### src/logic/mhq_pkg.sv
// Miss handling queue types

package mhq_pkg;

    // Widths
    localparam int ADDR_WIDTH        = 32;
    localparam int DATA_WIDTH        = 32;
    localparam int DC_OFFSET_WIDTH   = 4;

    // Derived line geometry of 16 bytes per line
    localparam int LINE_BYTES        = 1 << DC_OFFSET_WIDTH;
    localparam int LINE_WIDTH        = LINE_BYTES * 8;
    localparam int LINE_ADDR_WIDTH   = ADDR_WIDTH - DC_OFFSET_WIDTH;
    localparam int BYTE_SELECT_WIDTH = DATA_WIDTH / 8;

    typedef logic [ADDR_WIDTH-1:0]        addr_t;
    typedef logic [DATA_WIDTH-1:0]        data_t;
    typedef logic [LINE_ADDR_WIDTH-1:0]   line_addr_t;
    typedef logic [DC_OFFSET_WIDTH-1:0]   dc_offset_t;
    typedef logic [LINE_WIDTH-1:0]        line_data_t;
    typedef logic [LINE_BYTES-1:0]        line_mask_t;
    typedef logic [BYTE_SELECT_WIDTH-1:0] byte_select_t;

    // Load/store unit operations seen by the queue
    typedef enum logic [2:0] {
        LSU_FUNC_LB   = 3'd0,
        LSU_FUNC_LH   = 3'd1,
        LSU_FUNC_LW   = 3'd2,
        LSU_FUNC_SB   = 3'd3,
        LSU_FUNC_SH   = 3'd4,
        LSU_FUNC_SW   = 3'd5,
        LSU_FUNC_FILL = 3'd6
    } lsu_func_t;

endpackage
### src/logic/mhq.sv
// Miss handling queue top level

`timescale 1ns/1ps

module mhq
    import mhq_pkg::*;
#(
    parameter int MHQ_DEPTH = 4
) (
    input  logic        clk,
    input  logic        n_rst,

    input  logic        i_lookup_valid,
    input  logic        i_lookup_dc_hit,
    input  addr_t       i_lookup_addr,
    input  lsu_func_t   i_lookup_lsu_func,
    input  data_t       i_lookup_data,
    input  logic        i_lookup_we,

    input  logic        i_fill_ack,
    input  line_data_t  i_fill_data,

    output logic        o_full,
    output logic        o_fill_req,
    output line_addr_t  o_fill_addr,
    output logic        o_fill_valid,
    output line_data_t  o_fill_line,
    output line_addr_t  o_fill_line_addr
);

    localparam int TAG_WIDTH = $clog2(MHQ_DEPTH);

    // Lookup to ex
    logic                 lu_en;
    logic                 lu_we;
    dc_offset_t           lu_offset;
    data_t                lu_wr_data;
    byte_select_t         lu_byte_select;
    logic                 lu_match;
    logic [TAG_WIDTH-1:0] lu_tag;
    line_addr_t           lu_addr;

    // Entry array and pointers
    logic       [MHQ_DEPTH-1:0] entry_valid;
    line_addr_t [MHQ_DEPTH-1:0] entry_addr;
    line_data_t [MHQ_DEPTH-1:0] entry_data;
    line_mask_t [MHQ_DEPTH-1:0] entry_mask;
    logic [TAG_WIDTH:0]         tail_next;
    logic [TAG_WIDTH:0]         head_next;
    logic                       dequeue;

    // Ex bypass report
    logic                 ex_bypass_en;
    logic                 ex_bypass_we;
    logic                 ex_bypass_match;
    line_addr_t           ex_bypass_addr;
    logic [TAG_WIDTH-1:0] ex_bypass_tag;

    mhq_lu #(.MHQ_DEPTH(MHQ_DEPTH)) u_lu (
        .clk(clk), .n_rst(n_rst),
        .i_entry_valid(entry_valid), .i_entry_addr(entry_addr),
        .i_tail_next(tail_next), .i_head_next(head_next),
        .i_ex_bypass_en(ex_bypass_en), .i_ex_bypass_we(ex_bypass_we),
        .i_ex_bypass_match(ex_bypass_match), .i_ex_bypass_addr(ex_bypass_addr),
        .i_ex_bypass_tag(ex_bypass_tag),
        .i_lookup_valid(i_lookup_valid), .i_lookup_dc_hit(i_lookup_dc_hit),
        .i_lookup_addr(i_lookup_addr), .i_lookup_lsu_func(i_lookup_lsu_func),
        .i_lookup_data(i_lookup_data), .i_lookup_we(i_lookup_we),
        .o_lu_en(lu_en), .o_lu_we(lu_we), .o_lu_offset(lu_offset),
        .o_lu_wr_data(lu_wr_data), .o_lu_byte_select(lu_byte_select),
        .o_lu_match(lu_match), .o_lu_tag(lu_tag), .o_lu_addr(lu_addr),
        .o_full(o_full)
    );

    mhq_ex #(.MHQ_DEPTH(MHQ_DEPTH)) u_ex (
        .clk(clk), .n_rst(n_rst),
        .i_lu_en(lu_en), .i_lu_we(lu_we), .i_lu_offset(lu_offset),
        .i_lu_wr_data(lu_wr_data), .i_lu_byte_select(lu_byte_select),
        .i_lu_match(lu_match), .i_lu_tag(lu_tag), .i_lu_addr(lu_addr),
        .i_dequeue(dequeue),
        .o_entry_valid(entry_valid), .o_entry_addr(entry_addr),
        .o_entry_data(entry_data), .o_entry_mask(entry_mask),
        .o_tail_next(tail_next),
        .o_ex_bypass_en(ex_bypass_en), .o_ex_bypass_we(ex_bypass_we),
        .o_ex_bypass_match(ex_bypass_match), .o_ex_bypass_addr(ex_bypass_addr),
        .o_ex_bypass_tag(ex_bypass_tag)
    );

    mhq_fill #(.MHQ_DEPTH(MHQ_DEPTH)) u_fill (
        .clk(clk), .n_rst(n_rst),
        .i_entry_valid(entry_valid), .i_entry_addr(entry_addr),
        .i_entry_data(entry_data), .i_entry_mask(entry_mask),
        .i_fill_ack(i_fill_ack), .i_fill_data(i_fill_data),
        .o_head_next(head_next), .o_dequeue(dequeue),
        .o_fill_req(o_fill_req), .o_fill_addr(o_fill_addr),
        .o_fill_valid(o_fill_valid), .o_fill_line(o_fill_line),
        .o_fill_line_addr(o_fill_line_addr)
    );

endmodule

### src/logic/mhq_fill.sv
// MHQ fill stage

`timescale 1ns/1ps

module mhq_fill
    import mhq_pkg::*;
#(
    parameter int MHQ_DEPTH = 4
) (
    input  logic                          clk,
    input  logic                          n_rst,

    input  logic       [MHQ_DEPTH-1:0]    i_entry_valid,
    input  line_addr_t [MHQ_DEPTH-1:0]    i_entry_addr,
    input  line_data_t [MHQ_DEPTH-1:0]    i_entry_data,
    input  line_mask_t [MHQ_DEPTH-1:0]    i_entry_mask,

    // Memory response
    input  logic                          i_fill_ack,
    input  line_data_t                    i_fill_data,

    output logic [$clog2(MHQ_DEPTH):0]    o_head_next,
    output logic                          o_dequeue,
    output logic                          o_fill_req,
    output line_addr_t                    o_fill_addr,
    output logic                          o_fill_valid,
    output line_data_t                    o_fill_line,
    output line_addr_t                    o_fill_line_addr
);

    localparam int TAG_WIDTH = $clog2(MHQ_DEPTH);

    typedef enum logic {
        FILL_IDLE,
        FILL_WAIT
    } fill_state_t;

    fill_state_t          state;
    fill_state_t          state_next;
    logic [TAG_WIDTH:0]   head;
    logic [TAG_WIDTH-1:0] head_idx;
    line_data_t           fill_merged;

    assign head_idx    = head[TAG_WIDTH-1:0];
    assign o_dequeue   = (state == FILL_WAIT) && i_fill_ack;
    assign o_head_next = head + (TAG_WIDTH + 1)'(o_dequeue);
    assign o_fill_req  = (state == FILL_WAIT);

    always_comb begin
        state_next = state;
        case (state)
            FILL_IDLE: if (i_entry_valid[head_idx]) state_next = FILL_WAIT;
            FILL_WAIT: if (i_fill_ack) state_next = FILL_IDLE;
            default:   state_next = FILL_IDLE;
        endcase
    end

    // Store bytes take priority over memory data
    always_comb begin
        for (int b = 0; b < LINE_BYTES; b++) begin
            fill_merged[b*8 +: 8] = i_entry_mask[head_idx][b] ? i_entry_data[head_idx][b*8 +: 8]
                                                              : i_fill_data[b*8 +: 8];
        end
    end

    always_ff @(posedge clk) begin
        if (~n_rst) begin
            state        <= FILL_IDLE;
            head         <= '0;
            o_fill_valid <= 1'b0;
        end else begin
            state        <= state_next;
            head         <= o_head_next;
            o_fill_valid <= o_dequeue;
        end
    end

    // Address is latched while idle so it holds through the request
    always_ff @(posedge clk) begin
        if (state == FILL_IDLE) o_fill_addr <= i_entry_addr[head_idx];
        if (o_dequeue) begin
            o_fill_line      <= fill_merged;
            o_fill_line_addr <= o_fill_addr;
        end
    end

endmodule

### src/logic/mhq_ex.sv
// MHQ execute stage
// Entry allocation and store merge

`timescale 1ns/1ps

module mhq_ex
    import mhq_pkg::*;
#(
    parameter int MHQ_DEPTH = 4
) (
    input  logic                          clk,
    input  logic                          n_rst,

    // Registered operation from the lookup stage
    input  logic                          i_lu_en,
    input  logic                          i_lu_we,
    input  dc_offset_t                    i_lu_offset,
    input  data_t                         i_lu_wr_data,
    input  byte_select_t                  i_lu_byte_select,
    input  logic                          i_lu_match,
    input  logic [$clog2(MHQ_DEPTH)-1:0]  i_lu_tag,
    input  line_addr_t                    i_lu_addr,

    // Head entry leaves the queue
    input  logic                          i_dequeue,

    output logic       [MHQ_DEPTH-1:0]    o_entry_valid,
    output line_addr_t [MHQ_DEPTH-1:0]    o_entry_addr,
    output line_data_t [MHQ_DEPTH-1:0]    o_entry_data,
    output line_mask_t [MHQ_DEPTH-1:0]    o_entry_mask,
    output logic [$clog2(MHQ_DEPTH):0]    o_tail_next,

    output logic                          o_ex_bypass_en,
    output logic                          o_ex_bypass_we,
    output logic                          o_ex_bypass_match,
    output line_addr_t                    o_ex_bypass_addr,
    output logic [$clog2(MHQ_DEPTH)-1:0]  o_ex_bypass_tag
);

    localparam int TAG_WIDTH = $clog2(MHQ_DEPTH);

    logic [TAG_WIDTH:0]   tail;
    logic [TAG_WIDTH-1:0] head;
    logic                 allocate;
    line_mask_t           wr_mask;
    line_data_t           wr_data;

    assign allocate = i_lu_en && ~i_lu_match;

    // Place the store lanes at their byte offset within the line
    assign wr_mask = i_lu_we ? (line_mask_t'(i_lu_byte_select) << i_lu_offset) : '0;
    assign wr_data = line_data_t'(i_lu_wr_data) << {i_lu_offset, 3'b000};

    assign o_tail_next = tail + (TAG_WIDTH + 1)'(allocate);

    always_ff @(posedge clk) begin
        if (~n_rst) begin
            tail <= '0;
        end else begin
            tail <= o_tail_next;
        end
    end

    // Local copy of the head slot that advances on every dequeue
    always_ff @(posedge clk) begin
        if (~n_rst) begin
            head <= '0;
        end else if (i_dequeue) begin
            head <= head + 1'b1;
        end
    end

    always_ff @(posedge clk) begin
        if (~n_rst) begin
            o_entry_valid <= '0;
        end else begin
            if (allocate) begin
                o_entry_valid[i_lu_tag] <= 1'b1;
            end
            // Dequeue wins over an allocation into the same slot
            if (i_dequeue) begin
                o_entry_valid[head] <= 1'b0;
            end
        end
    end

    // Line address, data and written-byte flags
    always_ff @(posedge clk) begin
        if (i_lu_en) begin
            if (allocate) begin
                o_entry_addr[i_lu_tag] <= i_lu_addr;
                o_entry_mask[i_lu_tag] <= wr_mask;
            end else begin
                o_entry_mask[i_lu_tag] <= o_entry_mask[i_lu_tag] | wr_mask;
            end
            for (int b = 0; b < LINE_BYTES; b++) begin
                if (wr_mask[b]) begin
                    o_entry_data[i_lu_tag][b*8 +: 8] <= wr_data[b*8 +: 8];
                end
            end
        end
    end

    // Report the operation in flight so lookups see it early
    assign o_ex_bypass_en    = i_lu_en;
    assign o_ex_bypass_we    = i_lu_we;
    assign o_ex_bypass_match = i_lu_match;
    assign o_ex_bypass_addr  = i_lu_addr;
    assign o_ex_bypass_tag   = i_lu_tag;

endmodule

### src/logic/mhq_lu.sv
// MHQ lookup stage

`timescale 1ns/1ps

module mhq_lu
    import mhq_pkg::*;
#(
    parameter int MHQ_DEPTH = 4
) (
    input  logic                          clk,
    input  logic                          n_rst,

    // Entry state and pointers from the later stages
    input  logic       [MHQ_DEPTH-1:0]    i_entry_valid,
    input  line_addr_t [MHQ_DEPTH-1:0]    i_entry_addr,
    input  logic [$clog2(MHQ_DEPTH):0]    i_tail_next,
    input  logic [$clog2(MHQ_DEPTH):0]    i_head_next,

    // Operation currently in the ex stage
    input  logic                          i_ex_bypass_en,
    input  logic                          i_ex_bypass_we,
    input  logic                          i_ex_bypass_match,
    input  line_addr_t                    i_ex_bypass_addr,
    input  logic [$clog2(MHQ_DEPTH)-1:0]  i_ex_bypass_tag,

    // Lookup lane
    input  logic                          i_lookup_valid,
    input  logic                          i_lookup_dc_hit,
    input  addr_t                         i_lookup_addr,
    input  lsu_func_t                     i_lookup_lsu_func,
    input  data_t                         i_lookup_data,
    input  logic                          i_lookup_we,

    output logic                          o_lu_en,
    output logic                          o_lu_we,
    output dc_offset_t                    o_lu_offset,
    output data_t                         o_lu_wr_data,
    output byte_select_t                  o_lu_byte_select,
    output logic                          o_lu_match,
    output logic [$clog2(MHQ_DEPTH)-1:0]  o_lu_tag,
    output line_addr_t                    o_lu_addr,
    output logic                          o_full
);

    localparam int TAG_WIDTH = $clog2(MHQ_DEPTH);

    logic                 full_next;
    logic                 lookup_en;
    line_addr_t           lookup_addr;
    dc_offset_t           lookup_offset;
    byte_select_t         lookup_byte_select;
    logic                 bypass_hit;
    logic                 entry_hit;
    logic [TAG_WIDTH-1:0] entry_tag;
    logic [TAG_WIDTH-1:0] lookup_tag;

    // Same slot, opposite wrap bit means every entry is taken
    assign full_next = ({~i_tail_next[TAG_WIDTH], i_tail_next[TAG_WIDTH-1:0]} == i_head_next);

    assign lookup_addr   = i_lookup_addr[ADDR_WIDTH-1:DC_OFFSET_WIDTH];
    assign lookup_offset = i_lookup_addr[DC_OFFSET_WIDTH-1:0];

    assign lookup_en = i_lookup_valid && (i_lookup_lsu_func != LSU_FUNC_FILL) &&
                       ~i_lookup_dc_hit && ~full_next;

    // Ex changes an entry only when it allocates or writes store bytes
    assign bypass_hit = i_ex_bypass_en && (~i_ex_bypass_match || i_ex_bypass_we) &&
                        (i_ex_bypass_addr == lookup_addr);

    // First valid entry holding the same line
    always_comb begin
        entry_hit = 1'b0;
        entry_tag = '0;
        for (int i = 0; i < MHQ_DEPTH; i++) begin
            if (!entry_hit && i_entry_valid[i] && (i_entry_addr[i] == lookup_addr)) begin
                entry_hit = 1'b1;
                entry_tag = TAG_WIDTH'(i);
            end
        end
    end

    // Bypass first, then a stored entry, else a new entry at the tail
    always_comb begin
        if (bypass_hit) begin
            lookup_tag = i_ex_bypass_tag;
        end else if (entry_hit) begin
            lookup_tag = entry_tag;
        end else begin
            lookup_tag = i_tail_next[TAG_WIDTH-1:0];
        end
    end

    always_comb begin
        case (i_lookup_lsu_func)
            LSU_FUNC_SB: lookup_byte_select = byte_select_t'(1);
            LSU_FUNC_SH: lookup_byte_select = byte_select_t'(3);
            LSU_FUNC_SW: lookup_byte_select = byte_select_t'(15);
            default:     lookup_byte_select = byte_select_t'(0);
        endcase
    end

    always_ff @(posedge clk) begin
        if (~n_rst) begin
            o_lu_en <= 1'b0;
            o_full  <= 1'b0;
        end else begin
            o_lu_en <= lookup_en;
            o_full  <= full_next;
        end
    end

    // Payload to ex
    always_ff @(posedge clk) begin
        o_lu_we          <= i_lookup_we;
        o_lu_offset      <= lookup_offset;
        o_lu_wr_data     <= i_lookup_data;
        o_lu_byte_select <= lookup_byte_select;
        o_lu_match       <= i_lookup_valid && (entry_hit || bypass_hit);
        o_lu_tag         <= lookup_tag;
        o_lu_addr        <= lookup_addr;
    end

endmodule

### config.mk
export PLATFORM = sky130hd
export DESIGN_NAME = mhq
export DESIGN_NICKNAME = d
export VERILOG_FILES = /design/src/logic/mhq_pkg.sv /design/src/logic/mhq.sv /design/src/logic/mhq_fill.sv /design/src/logic/mhq_ex.sv /design/src/logic/mhq_lu.sv
export SDC_FILE = /design/constraint.sdc
export NUM_CORES = 1
export LEC_CHECK = 0
export ABC_AREA = 1
export BUFFER_PORTS_ARGS = -buffer_cell sky130_fd_sc_hd__clkbuf_2
export CELL_PAD_IN_SITES_DETAIL_PLACEMENT = 0
export CELL_PAD_IN_SITES_GLOBAL_PLACEMENT = 1
export CORE_ASPECT_RATIO = 0.75
export CORE_MARGIN = 1.5
export CORE_UTILIZATION = 40
export DETAILED_ROUTE_END_ITERATION = 16
export PLACE_DENSITY_LB_ADDON = 0.1
export SYNTH_ARGS = -nofsm -noshare
export SYNTH_HDL_FRONTEND = slang
export SYNTH_SLANG_ARGS = --single-unit
### constraint.sdc
create_clock -name clk -period 9.8 [get_ports clk]
set_clock_uncertainty 0.15 [all_clocks]
set_input_delay 0.98 -clock clk [delete_from_list [all_inputs] [get_ports clk]]
set_output_delay 0.98 -clock clk [all_outputs]
set_load 0.01 [all_outputs]
; ---- Word-level counts from Yosys, hierarchy flattened
; Index checks and enable logic that the tools add are counted.
[totals]
register_bits = 960
latchBits = 0
ram_bits = 0
romBits = 0
in_bits = 201
output_inout_bits = 187
memories = 0
[classes]
addsub = 3
mul = 0
div_mod_pow = 0
order_cmp = 5
n_eq_ne = 10
shifts = 2
mux = 133
bitwise = 9
reduce_logical = 23
[op_table]
columns = op, n
row1 = $mux 512, 31
row2 = $bwmux 512, 16
row3 = $demux 128 s2, 16
row4 = $bmux 128 s2, 1
row5 = $mux 128, 2
row6 = $eq 28x28->1, 5
row7 = $mux 8, 17
row8 = $bwmux 64, 2
row9 = $mux 64, 2
row10 = $shl 32x7->128, 1
row11 = $mux 120, 1
row12 = $bwmux 112, 1
row13 = $mux 112, 1
row14 = $mux 104, 1
row15 = $mux 96, 1
row16 = $mux 88, 1
row17 = $mux 16, 5
row18 = $mux 80, 1
row19 = $mux 72, 1
row20 = $bmux 16 s2, 2
row21 = $bmux 28 s2, 1
row22 = $demux 28 s2, 1
row23 = $mux 28, 2
row24 = $mux 56, 1
row25 = other kinds (30), 72

; ---- Logic depth before layout (Yosys ltp)
; Gate-level depths: netlist of the first run.
[logic_depth]
word_depth = 51
ltp_mapped = 13
depth_no_buf = 12

; ---- Modules after synthesis
; Synthesis of the first run repeated with hierarchy kept, for this count alone.
[unflattened]
hier_cells = 4660
hier_area_um2 = 43551.8
[modules_own_cells]
columns = mod, instances, cells_each, area_per_inst_um2, seq_area_each_um2
row1 = mhq_ex, 1, 1586, 24867.6, 20840.0
row2 = mhq_fill, 1, 2457, 14772.9, 5625.4
row3 = mhq_lu, 1, 617, 3911.3, 1461.4

; ---- Worst setup path after synthesis of the first run
; No wires, ideal clock.
[synth_path]
path_kind = input-to-reg
from = in i_fill_ack
to = reg u_lu.o_lu_en
setup_ns = 0.060
arrival_time_ns = 5.432
required_time_ns = 9.590
setup_slack_ns = 4.158
cell_stages = 8
n_path_buf = 0
cell_sequence = nand2_1 inv_1 ha_1 ha_1 xnor2_1 or2_2 nand4_1 and3_1
[synth_via]
elab_chain_len = 5
[synth_lines]
columns = item, line_no
row1 = from (decl), mhq.sv:20  ; input logic i_fill_ack,
row2 = $logic_and 1x1->1, mhq_fill.sv:45  ; assign o_dequeue = (state == FILL_WAIT) && i_fill_ack;
row3 = named net dequeue, mhq.sv:50  ; logic dequeue;
row4 = $add 3x1->3, mhq_fill.sv:46  ; assign o_head_next = head + (TAG_WIDTH + 1)'(o_dequeue);
row5 = $eq 3x3->1, mhq_lu.sv:58  ; assign full_next = ({~i_tail_next[TAG_WIDTH], i_tail_next[TAG_WIDTH-1:0]} == i_head_next);
row6 = $not 1->1, mhq_lu.sv:64  ; ~i_lookup_dc_hit && ~full_next;
row7 = $logic_and 1x1->1, mhq_lu.sv:64
row8 = to (signal assigned), mhq_lu.sv:107  ; o_lu_en <= lookup_en;
row9 = to (decl), mhq_lu.sv:34  ; output logic o_lu_en,
; The timed path passes the listed nets, and every way through them passes these cells.
; A chain may end at the register's enable or synchronous reset.

; ---- Worst setup path in the final report of the first run
[layout_path]
from = reg u_fill.head[0]
to = reg u_fill.o_fill_line[44] (data pin)
[layout_via]
elab_chain_len = 3
word_cells_on_any_way = 5
cone_classes = mux (5)
[layout_lines]
columns = item, line_no
row1 = from (decl), mhq_fill.sv:40  ; logic [TAG_WIDTH:0] head;
row2 = from (signal assigned), mhq_fill.sv:73  ; head <= o_head_next;
row3 = $bmux 128 s2 / $bmux 16 s2 (equally long branches), mhq_fill.sv:61  ; fill_merged[b*8 +: 8] = i_entry_mask[head_idx][b] ? i_entry_data[head_idx][b*8 +: 8]
row4 = $mux 128 / $mux 16 (equally long branches), -
row5 = $mux 8 *, mhq_fill.sv:61
row6 = named net u_fill.fill_merged[44], mhq_fill.sv:42  ; line_data_t fill_merged;
row7 = to (signal assigned), mhq_fill.sv:82  ; o_fill_line <= fill_merged;
row8 = to (decl), mhq_fill.sv:27  ; output line_data_t o_fill_line,
; Mark *: on every way through the listed nets, which the timed path passes. The rest lies on a longest branch. The select of a mux whose other input is x is not followed.

==> flow_metrics.tcl, run 1 <==
set metrics [dict create \
    synthFlopType "edfxtp_1" \
    drc 0 \
    post-route-util_pct 46.4 \
    gp_congestion 0.923 \
    crit_type "flop to flop" \
    fp.dieArea_mm2 0.104 \
    cp_max_fo 78 \
    die_y_um 280 \
    p_comb_share_pct 7.8 \
    syn_avg_cell_area_um2 10.7 \
    antenna_found_initial 7 \
    internal-power_uw 6920 \
    yosys_warnings 0 \
    ctsHoldBuffers 0 \
    clock_latency_ns 0.69 \
    dr.pass1.iters 7 \
    grtUsageMet1_pct 41.6 \
    place_ws_ns 5.45 \
    num_vias 29500 \
    cts_max_level 3 \
    synth_commonest_cells "nor2_1, edfxtp_1, nand2_1" \
    syn-num-nets 4037 \
    yosysTopAreaCell "edfxtp_1" \
    drive_above_1_share_pct 15.1 \
    die_x_um 373 \
    synth-edff-count 874 \
    grt_max_degree 137 \
    critPathLaunchType "flop" \
    post_cts_buffers 0 \
    hold_class "input pin to flop" \
    worst_slack_ns 5.42 \
    p_seq_share_pct 50.5 \
    wl_per_cell_um 24.6 \
    max_slew_margin_pct 10.8 \
    grt_pass1_vias 27200 \
    wirelength_um 137000 \
    leakage_uw 0.0178 \
    fin_tns_setup_ns 0 \
    initial_core_util_pct 40.4 \
    grt_use_met2_pct 35.1 \
    drt_iter0_drc 3340 \
    p_sw_share_pct 24.2 \
    hold_viol_final 0 \
    nets 4359 \
    grt_util_all_layers_pct 26.0 \
    fp-row-count 101 \
    core-area_mm2 0.101 \
    slew_violations 0 \
    clkTransAtPathRegs_ns 0.06 \
    ant_nets 0 \
    synth_most_common_cell "nor2_1" \
    ys_seq_area_share_pct 68.2 \
    cp.arrival_ns 4.63 \
    yosys-top-cells-area "edfxtp_1, nor2_1, nand2_1" \
    mappedNetlistArea_mm2 0.0410 \
    viasPerCell 5.29 \
    outcome "finished, final reports clean" \
    cts_sinks 959 \
    crit_required_ns 10.05 \
    fmax_ghz 0.228 \
    yosys_register_bits 959 \
    ios 388 \
    endpoint_kind "flop" \
    syn_inst 3828 \
    ir_drop_uv 140 \
    netlist.area_leader.share_pct 64.1 \
    fin_crit_ns 4.38 \
    cts-root-buf "clkbuf_16" \
    power_per_cell_area_mw_per_mm2 194 \
    numCtsBuffers 98 \
    use_met3_pct 6.21 \
    overflow 0 \
    finalCritPeriodShare_pct 44.7 \
    grt_pass1_wl_um 194000 \
    busiest_layer "met1" \
    portBuffers 387 \
    cts_resized 0 \
    syn_to_final_growth_pct 14.9 \
    clkPwrFrac_pct 41.6 \
    rsz0062_at_grt "no" \
    synth-async-reset-ratio_pct 0 \
    setup_violations 0 \
    worstMarginPinSlew_ns 1.33 \
    switching_power_uw 2210 \
    cts_max_path_buffers 3 \
    drv_cap 0 \
    cts_tree "done" \
    dpl.hpwl_um 97000 \
    synth_cell_types 42 \
]
metal layers:
layer / wire length (um) / part of all wire [%]
met1: 65900 / 48
met2: 55000 / 40
met3: 13800 / 10
met4: 2700 / 2.0
met5: 0 / 0
worst max-delay path, cell delays in order (launching register included):
cell and delay, ns:
dfxtp_4 1.05, buf_4 0.89, buf_4 0.84, o21ai_0 0.31, o22ai_4 0.51, a31oi_1 0.18
cell usage in the layout, fill, tap and decap left out, types with 14 or more instances in the layout:
| cell | netlist | routed |
|---|---|---|
| nor2_1 | 1065 | 1061 |
| edfxtp_1 | 874 | 874 |
| nand2_1 | 555 | 555 |
| clkbuf_2 | 5 | 387 |
| inv_1 | 214 | 212 |
| o21ai_0 | 206 | 205 |
| o21ai_1 | 181 | 182 |
| a31oi_1 | 137 | 137 |
| clkbuf_16 | 0 | 99 |
| dfxtp_1 | 85 | 80 |
| a21oi_1 | 67 | 67 |
| nand3_1 | 38 | 38 |
| nand4_1 | 35 | 35 |
| xnor2_1 | 35 | 35 |
| buf_4 | 25 | 34 |
| o22ai_1 | 27 | 27 |
| clkbuf_1 | 62 | 21 |
| clkinv_2 | 0 | 19 |
| o22ai_4 | 16 | 16 |
| inv_2 | 17 | 16 |
| mux2i_1 | 14 | 14 |
logic make-up after synthesis:
group                      share of synthesized area (%)
and+or+nand+nor                                     16.3
DFF                                                 68.2
AOI/OAI and AO/OA                                   9.16
buffers and inverters                               4.79
xor gates and xnor gates                           0.940
muxes                                              0.342
adders and majority gates                          0.244
power by group through the flow:
stage | logic [uW] | registers [uW] | clock network [uW]
4_1_cts | 711 | 4610 | 3870
3_5_place_dp | 708 | 4700 | 0
3_3_place_gp | 705 | 4700 | 0
2_1_floorplan | 403 | 4690 | 0
5_1_grt | 780 | 4620 | 4020
6_report | 717 | 4610 | 3800
registers in the layout, indices dropped and copies added (netlist names), 2 cells and up:
signal / flops
u_fill.o_fill_line: 128
u_fill.o_fill_addr: 28
u_lu.o_lu_wr_data: 32
u_ex.head: 2
u_ex.o_entry_valid: 4
u_lu.o_lu_addr: 28
u_ex.tail: 3
u_lu.o_lu_byte_select: 3
u_fill.head: 3
u_ex.o_entry_data: 512
u_ex.o_entry_addr: 112
u_ex.o_entry_mask: 64
u_lu.o_lu_offset: 4
u_fill.o_fill_line_addr: 28
u_lu.o_lu_tag: 2
final cells by class:
| cell class | instances | area, um2 |
|---|---|---|
| fill | 9487 | 54300 |
| sequential | 959 | 28000 |
| multi-input combinational | 2436 | 11100 |
| clock buffer | 133 | 2740 |
| timing repair buffer | 421 | 2190 |
| tap | 1339 | 1680 |
| inverter | 234 | 901 |
| clock inverter | 49 | 497 |
| antenna | 3 | 7.51 |
metrics by stage:
| step | total power (uW) | area (um2) | cells | hold WS (ns) |
|---|---|---|---|---|
| 2_1_floorplan | 5090 | 41000 | 3828 | 0.310 |
| 5_1_grt | 9420 | 47100 | 5574 | 0.203 |
| 4_1_cts | 9190 | 47100 | 5571 | 0.193 |
| 3_5_place_dp | 5410 | 43800 | 5389 | 0.285 |
| 6_report | 9130 | 47100 | 5574 | 0.240 |
| 3_3_place_gp | 5400 | 43800 | 5389 | 0.282 |
worst paths after layout:
kind	to	cells after the start	from	slack (ns)
max	u_fill.o_fill_line[44]$_DFFE_PP_	5	u_fill.head[0]$_SDFF_PN0_	5.42
min	u_lu.o_lu_wr_data[29]$_DFF_P_	1	i_lookup_data[29]	0.24
min reg2reg	u_fill.o_fill_line_addr[21]$_DFFE_PP_	0	u_fill.o_fill_addr[21]$_DFFE_PN_	0.30
max reg2reg	u_fill.o_fill_line[44]$_DFFE_PP_	5	u_fill.head[0]$_SDFF_PN0_	5.42
(Power assumes the default switching activity.)
==> run 2: changes to the inputs <==
==> constraint.sdc (replaced) <==
create_clock -name clk -period 3.9 [get_ports clk]
set_clock_uncertainty 0.15 [all_clocks]
set_input_delay 0.39 -clock clk [delete_from_list [all_inputs] [get_ports clk]]
set_output_delay 0.39 -clock clk [all_outputs]
set_load 0.01 [all_outputs]
==> run 2 against run 1 <==
  * Wire length grew 3.5%
  * Final cell count rose by 4.8%
  * Die area unchanged
  * Sequential share of layout area is 3.3 points lower
  * Worst hold slack got worse by 0.18 ns
  * First-iteration DRC count grew 6.8%
  * Critical path type unchanged
==> flow_metrics.tcl, run 2 (synthesis results as in run 1) <==
set metrics [dict create \
    viasPerCell 5.24 \
    hold_viol_final 0 \
    fin_crit_ns 3.46 \
    portBuffers 387 \
    dpl.hpwl_um 100000 \
    max_slew_margin_pct 4.38 \
    leakage_uw 0.0190 \
    overflow 0 \
    outcome "finished, final reports clean" \
    wirelength_um 142000 \
    dr.pass1.iters 8 \
    cts-root-buf "clkbuf_16" \
    crit_type "flop to flop" \
    die_y_um 280 \
    ant_nets 0 \
    power_per_cell_area_mw_per_mm2 472 \
    gp_congestion 0.947 \
    drt_iter0_drc 3566 \
    die_x_um 373 \
    regMostFlops "u_ex.o_entry_data" \
    cts_resized 0 \
    fp-row-count 101 \
    numCtsBuffers 99 \
    final_cell_mix "nor2_1, edfxtp_1, nand2_1" \
    use_met3_pct 8.72 \
    post_cts_buffers 0 \
    reg_top3 "u_ex.o_entry_data: 512 flops, u_fill.o_fill_line: 128 flops, u_ex.o_entry_addr: 112 flops" \
    cp_max_fo 79 \
    critPathTopFamily "compound AO/OA/AOI/OAI gates" \
    grt_pass1_vias 28700 \
    ctsHoldBuffers 194 \
    drc 0 \
    fmax_ghz 0.289 \
    cts_tree "done" \
    syn_to_final_growth_pct 21.5 \
    crit_required_ns 4.08 \
    path_cells "inv_2, buf_12, o21ai_0, nor2_1" \
    power_uw 23500 \
    layout_commonest_cell "nor2_1" \
    whs_ns 0.0559 \
    ios 388 \
    cts_sinks 959 \
    endpoint_kind "flop" \
    cp.arrival_ns 3.64 \
    num_vias 30600 \
    grt_util_all_layers_pct 26.9 \
    grtUsageMet1_pct 41.3 \
    finalCritPeriodShare_pct 88.6 \
    ir_drop_uv 319 \
    worstMarginPinSlew_ns 1.42 \
    cts_max_level 3 \
    hold_class "input pin to flop" \
    largest_reg_flops 512 \
    nets 4627 \
    grt_use_met2_pct 36.7 \
    drv_cap 0 \
    grt_pass1_wl_um 201000 \
    path_buf_inv 2 \
    crit_slowest_cell "o21ai_0" \
    cts_max_path_buffers 3 \
    rsz0062_at_grt "no" \
    wl_per_cell_um 24.3 \
    clkTransAtPathRegs_ns 0.07 \
    drive_above_1_share_pct 16.0 \
    busiest_layer "met1" \
    fp.dieArea_mm2 0.104 \
    grt_max_degree 145 \
    core-area_mm2 0.101 \
    cp_slowest_stage_delay_ns 1.13 \
    slew_violations 0 \
    critPathLaunchType "flop" \
    initial_core_util_pct 40.4 \
    clock_latency_ns 0.70 \
    setup_violations 0 \
    antenna_found_initial 4 \
]
## run 2: power by group
part | switching (uW) | total (uW) | internal [uW]
logic | 1370 | 2010 | 632
registers | 160 | 11600 | 11400
clock network | 4140 | 9900 | 5760
total | 5680 | 23500 | 17800
## run 2: final cells by class
class,instances,area (um2)
Clock buffer,140,2800
Fill cell,9392,51500
Clock inverter,45,563
Timing Repair Buffer,688,4770
Tap cell,1339,1680
Sequential cell,959,28000
Multi-Input combinational cell,2436,11100
Antenna cell,1,2.50
Inverter,234,897
## run 2: worst paths after layout
| kind | startpoint | to | slack [ns] | cells past startpoint |
|---|---|---|---|---|
| max | u_lu.o_lu_offset[2]$_DFF_P_ | u_ex.o_entry_data[170]$_DFFE_PP_ | 0.44 | 4 |
| min | i_fill_data[54] | u_fill.o_fill_line[54]$_DFFE_PP_ | 0.06 | 3 |
| max reg2reg | u_lu.o_lu_offset[2]$_DFF_P_ | u_ex.o_entry_data[170]$_DFFE_PP_ | 0.44 | 4 |
| min reg2reg | u_fill.o_fill_addr[7]$_DFFE_PN_ | u_fill.o_fill_line_addr[7]$_DFFE_PP_ | 0.29 | 0 |
## run 2: routing by layer
layer	up-vias	share of wire, %
li1	14300	-
met1	14900	47
met2	1347	41
met3	158	11
met4	2	1.9
met5	-	0.0077
## run 2: worst register-to-register path, stage by stage (launching register included)
cell and delay [ns]:
dfxtp_1 0.99, inv_2 0.23, buf_12 0.28, o21ai_0 1.17, nor2_1 0.28
## run 2: metrics by stage
stage / util, % / setup WS [ns] / instances / TNS, ns / cell area (um2)
detailed placement: 43.9 / 0.742 / 5462 / 0 / 44500
finish: 49.1 / 0.445 / 5842 / 0 / 49800
global placement: 43.9 / 0.685 / 5462 / 0 / 44500
CTS: 49.1 / 0.735 / 5841 / 0 / 49800
global route: 49.1 / 0.298 / 5841 / 0 / 49800
floorplan: - / -0.246 / 3828 / -0.437 / 41000
